===== src/design/uart_consts.svh =====
`ifndef UART_CONSTS_SVH
`define UART_CONSTS_SVH

// nominal system clock, hz
`define UART_CLK_FREQ 12000000

// serial line rate
`define UART_BAUD 9600

// default bit period in clocks, about 1250 at 12 MHz / 9600
`define UART_CLKS_PER_BIT (`UART_CLK_FREQ / `UART_BAUD)

// word addresses on the cpu bus
`define UART_ADDR_DATA 5'd8
`define UART_ADDR_CTRL 5'd16

`endif

===== src/design/uart_pkg.sv =====
`default_nettype none

package uart_pkg;

  // control byte as seen by field
  typedef struct packed {
    logic [4:0] rsvd;   // unused, reads back nothing
    logic       led;    // level, drives ledout
    logic       tx_wr;  // one-shot, start a transmit
    logic       rx_ack; // one-shot, drop rx flags
  } uart_ctrl_fields_t;

  // same byte, raw from the bus or split into fields
  typedef union packed {
    logic [7:0]        raw;
    uart_ctrl_fields_t f;
  } uart_ctrl_u;

  // status bits, placed at d_out[9:7]
  typedef struct packed {
    logic tx_busy;  // bit 9
    logic rx_avail; // bit 8
    logic rx_error; // bit 7
  } uart_status_t;

endpackage

`default_nettype wire


===== src/design/uart_if.sv =====
`timescale 1ns/1ns
`default_nettype none

// byte and strobe bundle between register block and serial core
interface uart_if;

  logic [7:0] tx_data;  // byte to send
  logic       tx_wr;    // one-cycle send request
  logic       tx_busy;  // frame in flight
  logic [7:0] rx_data;  // last byte received
  logic       rx_avail; // byte waiting
  logic       rx_error; // stop bit was low
  logic       rx_ack;   // one-cycle flag clear

  modport host (
    output tx_data,
    output tx_wr,
    output rx_ack,
    input  tx_busy,
    input  rx_data,
    input  rx_avail,
    input  rx_error
  );

  modport tx (
    input  tx_data,
    input  tx_wr,
    output tx_busy
  );

  modport rx (
    input  rx_ack,
    output rx_data,
    output rx_avail,
    output rx_error
  );

endinterface

`default_nettype wire


===== src/design/uart_periph.sv =====
`timescale 1ns/1ns
`default_nettype none

`include "uart_consts.svh"

module uart_periph #(
  parameter int clks_per_bit = `UART_CLKS_PER_BIT
) (
  input  wire         clk,
  input  wire         rst_n,
  input  wire  [31:0] d_in,
  input  wire         cs,
  input  wire  [4:0]  addr,
  input  wire         rd,
  input  wire         wr,
  output logic [31:0] d_out,
  output logic        uart_tx,
  input  wire         uart_rx,
  output logic        ledout
);

  uart_if bus_if ();  // regs <-> serial core

  uart_regs u_regs (
    .clk    (clk),
    .rst_n  (rst_n),
    .d_in   (d_in),
    .cs     (cs),
    .addr   (addr),
    .rd     (rd),
    .wr     (wr),
    .d_out  (d_out),
    .ledout (ledout),
    .bus    (bus_if.host)
  );

  uart_tx #(
    .clks_per_bit (clks_per_bit)
  ) u_tx (
    .clk   (clk),
    .rst_n (rst_n),
    .txd   (uart_tx),   // pin
    .bus   (bus_if.tx)
  );

  uart_rx #(
    .clks_per_bit (clks_per_bit)
  ) u_rx (
    .clk   (clk),
    .rst_n (rst_n),
    .rxd   (uart_rx),   // async pin, synced inside
    .bus   (bus_if.rx)
  );

endmodule

`default_nettype wire


===== src/design/uart_regs.sv =====
`timescale 1ns/1ns
`default_nettype none

`include "uart_consts.svh"

module uart_regs
  import uart_pkg::*;
(
  input  wire         clk,
  input  wire         rst_n,
  input  wire  [31:0] d_in,
  input  wire         cs,
  input  wire  [4:0]  addr,
  input  wire         rd,     // kept for the bus, reads qualified by cs only
  input  wire         wr,
  output logic [31:0] d_out,
  output logic        ledout,
  uart_if.host        bus
);

  logic [1:0]   sel;       // bit 0 data reg, bit 1 ctrl reg
  logic [7:0]   tx_data_q; // byte to transmit
  uart_ctrl_u   ctrl;      // written raw, read by field
  uart_status_t status;

  // address decode, nothing selected without cs
  always_comb begin
    sel = 2'b00;
    if (cs) begin
      case (addr)
        `UART_ADDR_DATA: sel = 2'b01;
        `UART_ADDR_CTRL: sel = 2'b10;
        default:         sel = 2'b00;
      endcase
    end
  end

  always_ff @(posedge clk) begin
    if (sel[0] && wr) begin
      tx_data_q <= d_in[7:0];
    end
  end

  // strobe bits fall back to zero one cycle after the write
  always_ff @(posedge clk or negedge rst_n) begin
    if (!rst_n) begin
      ctrl.raw <= '0;
    end else if (sel[1] && wr) begin
      ctrl.raw <= d_in[7:0];
    end else begin
      ctrl.f.tx_wr  <= 1'b0;  // self-clear, no double send
      ctrl.f.rx_ack <= 1'b0;
    end
  end

  assign status.tx_busy  = bus.tx_busy;
  assign status.rx_avail = bus.rx_avail;
  assign status.rx_error = bus.rx_error;

  // registered read mux, zero for anything unmapped
  always_ff @(posedge clk or negedge rst_n) begin
    if (!rst_n) begin
      d_out <= '0;
    end else begin
      case (sel)
        2'b01:   d_out <= {24'd0, bus.rx_data};
        2'b10:   d_out <= {22'd0, status, 7'd0}; // flags at 9:7
        default: d_out <= '0;
      endcase
    end
  end

  assign bus.tx_data = tx_data_q;
  assign bus.tx_wr   = ctrl.f.tx_wr;  // high exactly one cycle
  assign bus.rx_ack  = ctrl.f.rx_ack;
  assign ledout      = ctrl.f.led;    // level, held until rewritten

endmodule

`default_nettype wire


===== src/design/uart_rx.sv =====
`timescale 1ns/1ns
`default_nettype none

`include "uart_consts.svh"

module uart_rx #(
  parameter int clks_per_bit = `UART_CLKS_PER_BIT
) (
  input  wire  clk,
  input  wire  rst_n,
  input  wire  rxd,
  uart_if.rx   bus
);

  localparam int cnt_w = (clks_per_bit > 1) ? $clog2(clks_per_bit) : 1;
  localparam logic [cnt_w-1:0] cnt_last = cnt_w'(clks_per_bit - 1);
  localparam logic [cnt_w-1:0] cnt_half = cnt_w'(clks_per_bit / 2 - 1);

  typedef enum logic [1:0] {
    st_idle,
    st_start,
    st_data,
    st_stop
  } rx_state_t;

  rx_state_t        state;
  logic             rx_meta;  // first sync stage
  logic             rx_sync;  // safe to use
  logic             rx_prev;  // for edge detect
  logic [cnt_w-1:0] baud_cnt; // clocks since last sample point
  logic [2:0]       bit_cnt;  // data bit index
  logic [7:0]       shreg;    // assembles the byte, lsb first
  logic [7:0]       data_q;
  logic             avail_q;
  logic             error_q;

  // 2-flop synchronizer plus one delay for the falling edge
  always_ff @(posedge clk or negedge rst_n) begin
    if (!rst_n) begin
      rx_meta <= 1'b1;
      rx_sync <= 1'b1;
      rx_prev <= 1'b1;
    end else begin
      rx_meta <= rxd;
      rx_sync <= rx_meta;
      rx_prev <= rx_sync;
    end
  end

  always_ff @(posedge clk) begin
    if (state == st_data && baud_cnt == cnt_last) begin
      shreg <= {rx_sync, shreg[7:1]}; // mid-bit sample
    end
  end

  always_ff @(posedge clk or negedge rst_n) begin
    if (!rst_n) begin
      state    <= st_idle;
      baud_cnt <= '0;
      bit_cnt  <= '0;
      data_q   <= '0;
      avail_q  <= 1'b0;
      error_q  <= 1'b0;
    end else begin
      if (bus.rx_ack) begin  // stop-bit load below wins if same cycle
        avail_q <= 1'b0;
        error_q <= 1'b0;
      end
      case (state)
        st_idle: begin
          baud_cnt <= '0;
          if (rx_prev && !rx_sync) begin
            state <= st_start;  // falling edge, maybe a start bit
          end
        end
        st_start: begin
          if (baud_cnt == cnt_half) begin  // middle of start bit
            baud_cnt <= '0;
            bit_cnt  <= '0;
            state    <= rx_sync ? st_idle : st_data; // high again is a glitch
          end else begin
            baud_cnt <= baud_cnt + 1'b1;
          end
        end
        st_data: begin
          if (baud_cnt == cnt_last) begin
            baud_cnt <= '0;
            if (bit_cnt == 3'd7) begin
              state <= st_stop;
            end
            bit_cnt <= bit_cnt + 3'd1;
          end else begin
            baud_cnt <= baud_cnt + 1'b1;
          end
        end
        default: begin  // st_stop
          if (baud_cnt == cnt_last) begin
            state   <= st_idle;
            data_q  <= shreg;     // overwrites an unread byte
            avail_q <= 1'b1;
            error_q <= !rx_sync;  // low stop bit, keep byte anyway
          end else begin
            baud_cnt <= baud_cnt + 1'b1;
          end
        end
      endcase
    end
  end

  assign bus.rx_data  = data_q;
  assign bus.rx_avail = avail_q;
  assign bus.rx_error = error_q;

endmodule

`default_nettype wire


===== src/design/uart_tx.sv =====
`timescale 1ns/1ns
`default_nettype none

`include "uart_consts.svh"

module uart_tx #(
  parameter int clks_per_bit = `UART_CLKS_PER_BIT
) (
  input  wire  clk,
  input  wire  rst_n,
  output logic txd,
  uart_if.tx   bus
);

  // counter wide enough for clks_per_bit - 1
  localparam int cnt_w = (clks_per_bit > 1) ? $clog2(clks_per_bit) : 1;
  localparam logic [cnt_w-1:0] cnt_last = cnt_w'(clks_per_bit - 1);

  logic [9:0]       shreg;    // stop, data[7:0], start; lsb goes out first
  logic [3:0]       bit_cnt;  // bits already sent in this frame
  logic [cnt_w-1:0] baud_cnt; // clocks into current bit
  logic             busy;

  always_ff @(posedge clk or negedge rst_n) begin
    if (!rst_n) begin
      shreg    <= '1;       // idle line is high
      bit_cnt  <= '0;
      baud_cnt <= '0;
      busy     <= 1'b0;
    end else if (!busy) begin
      if (bus.tx_wr) begin  // pulse while busy is simply lost
        shreg    <= {1'b1, bus.tx_data, 1'b0};
        bit_cnt  <= '0;
        baud_cnt <= '0;
        busy     <= 1'b1;
      end
    end else if (baud_cnt == cnt_last) begin
      baud_cnt <= '0;
      shreg    <= {1'b1, shreg[9:1]}; // refill with idle level
      if (bit_cnt == 4'd9) begin
        busy <= 1'b0;                 // stop bit done, 10 periods total
      end else begin
        bit_cnt <= bit_cnt + 4'd1;
      end
    end else begin
      baud_cnt <= baud_cnt + 1'b1;
    end
  end

  assign txd         = shreg[0]; // straight from a flop, no glitches
  assign bus.tx_busy = busy;

endmodule

`default_nettype wire


===== config.mk =====
export PLATFORM = sky130hd
export DESIGN_NAME = uart_periph
export DESIGN_NICKNAME = d
export VERILOG_FILES = /design/src/design/uart_pkg.sv /design/src/design/uart_if.sv /design/src/design/uart_periph.sv /design/src/design/uart_regs.sv /design/src/design/uart_rx.sv /design/src/design/uart_tx.sv
export VERILOG_INCLUDE_DIRS = /design/src /design/src/design
export SDC_FILE = /design/constraint.sdc
export NUM_CORES = 1
export LEC_CHECK = 0
export BUFFER_PORTS_ARGS = -buffer_cell sky130_fd_sc_hd__buf_4
export CAP_MARGIN = 15
export CORE_ASPECT_RATIO = 1.5
export CORE_MARGIN = 10
export CORE_UTILIZATION = 55
export CTS_CLUSTER_DIAMETER = 100
export DETAILED_ROUTE_END_ITERATION = 8
export PLACE_DENSITY_LB_ADDON = 0.3
export SLEW_MARGIN = 25
export SYNTH_ARGS = -nofsm -noshare
export SYNTH_HDL_FRONTEND = slang
export SYNTH_SLANG_ARGS = --single-unit

===== constraint.sdc =====
create_clock -name clk -period 3 [get_ports clk]
set_input_delay 0.6 -clock clk [delete_from_list [all_inputs] [get_ports clk]]
set_output_delay 0.6 -clock clk [all_outputs]
set_load 0.05 [all_outputs]

=== Yosys cells after proc, flatten, opt, wreduce, memory -nomap -nowiden ===
Cells that the tools add are included.

* Flip-flop bits (word level): 84
* Input port bits: 43
* Output and inout port bits: 34
* Logic and storage cells: 94

* Add/sub/neg operators: 4
* Eq/ne operators: 18
* Muxes and demuxes: 38
* Bitwise gates (word level): 1
* Reduce and logical (&&, ||, !) cells: 15

{| class="wikitable"
|+ Operators with widths
! cell !! number
|-
| $mux 11 || 6
|-
| $pmux 11 s3 || 1
|-
| $mux 10 || 3
|-
| $add 11x1->11 const B || 2
|-
| $eq 11x11->1 const B || 2
|-
| $pmux 10 s2 || 1
|-
| $mux 2 || 8
|-
| $mux 4 || 4
|-
| $eq 11x10->1 const B || 1
|-
| $mux 1 || 10
|-
| $ne 2x2->1 const B || 4
|-
| $mux 3 || 2
|-
| $pmux 2 s3 || 1
|-
| $pmux 3 s2 || 1
|-
| $reduce_and 3->1 || 2
|-
| $eq 5x4->1 const B || 1
|-
| $eq 5x5->1 const B || 1
|-
| $reduce_and 5->1 || 1
|-
| $add 4x1->4 const B || 1
|-
| $eq 2x1->1 const B || 2
|-
| $eq 2x2->1 const B || 2
|-
| $eq 4x4->1 const B || 1
|-
| $logic_and 1x1->1 || 4
|-
| $ne 2x1->1 const B || 2
|-
| 11 further kinds || 13
|}

=== Logic depth before layout (Yosys ltp) ===
* Word-level depth: 5
* Mapped depth: 7
* Depth with buffers taken out: 6

=== Hierarchy ===
Synthesis repeated with hierarchy kept, for this count alone.

* Cell total of the unflattened synthesis: 336
* Area total of the unflattened synthesis: 3,972.6 um^2

{| class="wikitable"
|+ By module, submodules not included
! module !! times used !! cells each !! area an instance (um^2) !! seq. area each (um^2)
|-
| uart_rx || 1 || 128 || 1,676.6 || 969.7
|-
| uart_tx || 1 || 139 || 1,371.3 || 636.9
|-
| uart_regs || 1 || 69 || 924.6 || 565.5
|}

=== Least setup slack after synthesis ===
No wires, ideal clock.

* Kind: input to register
* Start point: input addr[2]
* End point: register u_regs.d_out[0]
* Library setup time: 66 ps
* Arrival time: 2,342 ps
* Required time: 2,934 ps
* Slack: 591 ps
* Stages on the path: 6
* Path buffers: 0
* Path through: or4b_2 > nor3b_1 > inv_1 > ha_1 > nor2b_1 > and2_1

* Word-level cells in the longest chain between the ends: 5
* Elaborated cells between the ends (all ways): 7
* Classes of those cells: 4 x eq/ne; 3 x mux

{| class="wikitable"
|+ RTL lines
! element !! line !! source
|-
| start, declared || uart_periph.sv:13 || <nowiki>input wire [4:0] addr,</nowiki>
|-
| $eq 5x5->1 / $eq 5x4->1 (equally long branches) || uart_regs.sv:30 || <nowiki>case (addr)</nowiki>
|-
| $pmux 2 s2 * || uart_regs.sv:30 ||
|-
| $mux 2 * || uart_regs.sv:29 || <nowiki>if (cs) begin</nowiki>
|-
| $eq 2x2->1 / $eq 2x1->1 (equally long branches) || uart_regs.sv:65 || <nowiki>case (sel)</nowiki>
|-
| $pmux 10 s2 * || uart_regs.sv:65 ||
|-
| end signal, assigned || uart_regs.sv:66 || <nowiki>2'b01: d_out <= {24'd0, bus.rx_data};</nowiki>
|-
| end signal, assigned || uart_regs.sv:67 || <nowiki>2'b10: d_out <= {22'd0, status, 7'd0};</nowiki>
|-
| end, declared || uart_regs.sv:16 || <nowiki>output logic [31:0] d_out,</nowiki>
|}

Every way passes the cells marked *; elsewhere a longest branch is shown, timed or not.
A chain may end at the register's enable or synchronous reset.

=== Final worst setup path ===
* Start point: input addr[2]
* End point: register u_regs.d_out[6]

Same word-level chain as after synthesis.

==> impl_metrics.toml <==
[cts]
cts.hold.buffers_added = 0
path_clk_slew_ns = 0.08
cts-root-buf = "clkbuf_8"
h-tree-depth = 3
cts.repair.resized = 0
postCtsSetupBuffers = 0
cts_tree = "built"
clock_latency_ns = 0.34
numCtsBuffers = 9
cts_max_path_buffers = 2
cts.sinks = 83

[synth]
synth_top_area_share_pct = 35.1
synth_area_mm2 = 0.00392
ys.flop_type = "dfrtp_1"
synth-async-reset-ratio_pct = 80.7
syn_inst = 348
yosys-top-cells-area = "dfrtp_1, edfxtp_1, dfstp_2"
synth_fa_ha_area_share_pct = 3.51
post-synth-top-area-cell = "dfrtp_1"
synth_edf_count = 16
synth_compound_area_share_pct = 9.49
synthMuxAreaShare_pct = 4.12
ys_ff_latch = 83
synth_top_family_by_area = "simple AND/OR/NAND/NOR gates"
ys_seq_area_share_pct = 55.4
synth_cell_types = 56
synth.avg_cell_area_um2 = 11.3
yosys.area_share.simple_pct = 17.6
synth_xor_area_share_pct = 2.91
yosys_warnings = 0

[floorplan]
io_pins = 77
die_y_um = 123
die_area_mm2 = 0.0110
start_util_pct = 56.8
dieWidth_um = 88.9
core-area_mm2 = 0.00690
num_rows = 37

[worst_setup_path]
critPathLaunchType = "input port"
end_kind = "flip-flop"
rrSetupSlack_ns = 0.66
worstPathRequired_ns = 3.28
crit_fanout = 7
worstPathArrival_ns = 2.70
reg2reg_from = "u_rx.baud_cnt[8]"
r2r_end = "u_rx.shreg[7]"
ff2ff_path_depth = 3
path_class = "input port to flip-flop"

[timing]
slew_viol_final = 0
setup_tns_ns = 0
skew_ns = 0.00859
max_freq_mhz = 412
setup_ws_ns = 0.572
rsz0062_at_grt = "no"
setup_viol = 0
max_slew_margin_pct = 44.9
worst_slew_pin_slew_ns = 0.826
fin_crit_sh_pct = 80.9
period_needed_ns = 2.43
holdWs_ns = 0.358
hold_viol = 0

[pwr]
power.internal_mw = 2.10
sw_frac_of_total_pct = 28.4
p_clk_share_pct = 33.2
seqPwrFrac_pct = 50.3
leakagePower_nw = 1.94
powerDensity_mw_per_mm2 = 672
power.switching_uw = 830
vdd_ir_drop_max_uv = 416
p_comb_share_pct = 16.5

[drt]
drt_iter0_markers = 119
ant_nets = 0
wl_per_cell_um = 15.1
drc = 0
num_vias = 2600
wl_um = 6980
viasPerCell = 5.64
drtPass1Iterations = 4

[min_path]
min_path_type = "input port to async pin"

[global_route]
grt_start_max_net_pins = 68
antenna_found_initial = 0
first_global_vias = 2698
grt_pass1_wl_um = 12000
grtUsageTotal_pct = 13.6
grt_overflow_total = 0

[layout]
area_growth_syn_to_layout_pct = 11.2
fin_nets = 432
final_common_cell = "dfrtp_1"
final_cell_mix = "dfrtp_1, nand2_1, buf_4"
final_util_pct = 63.1
drive_gt1_share_pct = 19.6
n_antenna_cell = 0

[run]
cap_violations = 0

[place]
io_buffers = 29
dp_hpwl_um = 5000
globalplace.congestion = 0.812
pre_cts_ws_ns = 0.196

[status]
status = "completed"
cells by family after synthesis:
| kind of cell | Yosys count |
|---|---|
| adders and majority gates | 11 |
| DFF | 83 |
| and+or+nand+nor | 123 |
| AOI/OAI and AO/OA | 56 |
| buffers and inverters | 46 |
| muxes | 15 |
| xor gates and xnor gates | 13 |
| other | 1 |
routing by layer:
layer	vias to the layer above	GRT usage [%]	share of wire, %
li1	1245	-	-
met1	1291	14.1	39
met2	54	24.9	55
met3	10	3.62	4.7
met4	0	5.68	1.3
met5	-	0	0
per-stage QoR:
step	area, um2	power [mW]	cells
6_report	4360	2.93	461
2_1_floorplan	4000	1.88	369
3_5_place_dp	4110	1.98	445
5_1_grt	4360	3.10	461
3_3_place_gp	4110	1.95	445
4_1_cts	4360	2.95	461
power by group through the flow:
stage	Combinational [mW]	Clock, mW	Sequential [mW]
detailed placement	0.488	0	1.49
global placement	0.464	0	1.49
finish	0.484	0.971	1.47
global route	0.551	1.05	1.50
CTS	0.490	0.992	1.47
floorplan	0.441	0	1.44
critical path, stage by stage:
cell and delay [ns]:
buf_4 0.10, or4b_2 0.72, nor3b_1 0.42, inv_1 0.09
ha_1 0.32, nor2b_1 0.15, buf_4 0.16, and2_1 0.14
sequential cells by signal, summed over array words and instances (netlist names), 2 cells and up:
name	count
u_rx.state	2
u_tx.baud_cnt	11
u_rx.bus.rx_data	8
u_regs.bus.tx_data	8
u_rx.bit_cnt	3
u_regs.d_out	10
u_regs.ctrl	3
u_tx.bit_cnt	4
u_tx.shreg	9
u_rx.baud_cnt	11
u_rx.shreg	8
area by class of cell:
type,instances,area [um2]
well taps,78,97.6
flip-flops and latches,83,2170
multi-input cells,240,1560
fillers,552,2540
clock inverters,4,98.8
inverters,12,45.0
clock buffers,12,145
repair buffers,32,240
Yosys cell counts, drive strengths merged, types with 2 or more instances:
cell,instances
a211oi,7
a21o,3
a21oi,6
a22o,3
a31oi,15
and2,11
and3,4
buf,28
clkbuf,6
dfrtp,55
dfstp,12
edfxtp,16
ha,11
inv,12
mux2,9
mux2i,6
nand2,36
nand2b,2
nand3,12
nand4,3
nand4b,2
nor2,21
nor2b,9
nor3,4
nor3b,2
nor4,5
o21ai,10
o2bb2ai,2
o311ai,2
o31ai,2
or2,2
or4,2
xnor2,9
xor2,4
how the worst max path moves through the flow:
stage | slack, ns | end | from
after floorplan | 0.59 | u_regs.d_out[0] | addr[2]
after global placement | 0.22 | u_regs.d_out[6] | addr[2]
after detailed placement | 0.20 | u_regs.d_out[6] | addr[2]
after CTS | 0.54 | u_regs.d_out[6] | addr[2]
after global routing | 0.49 | u_regs.d_out[1] | addr[2]
final | 0.57 | u_regs.d_out[6] | addr[2]
Power figures use the tool's default switching activity.
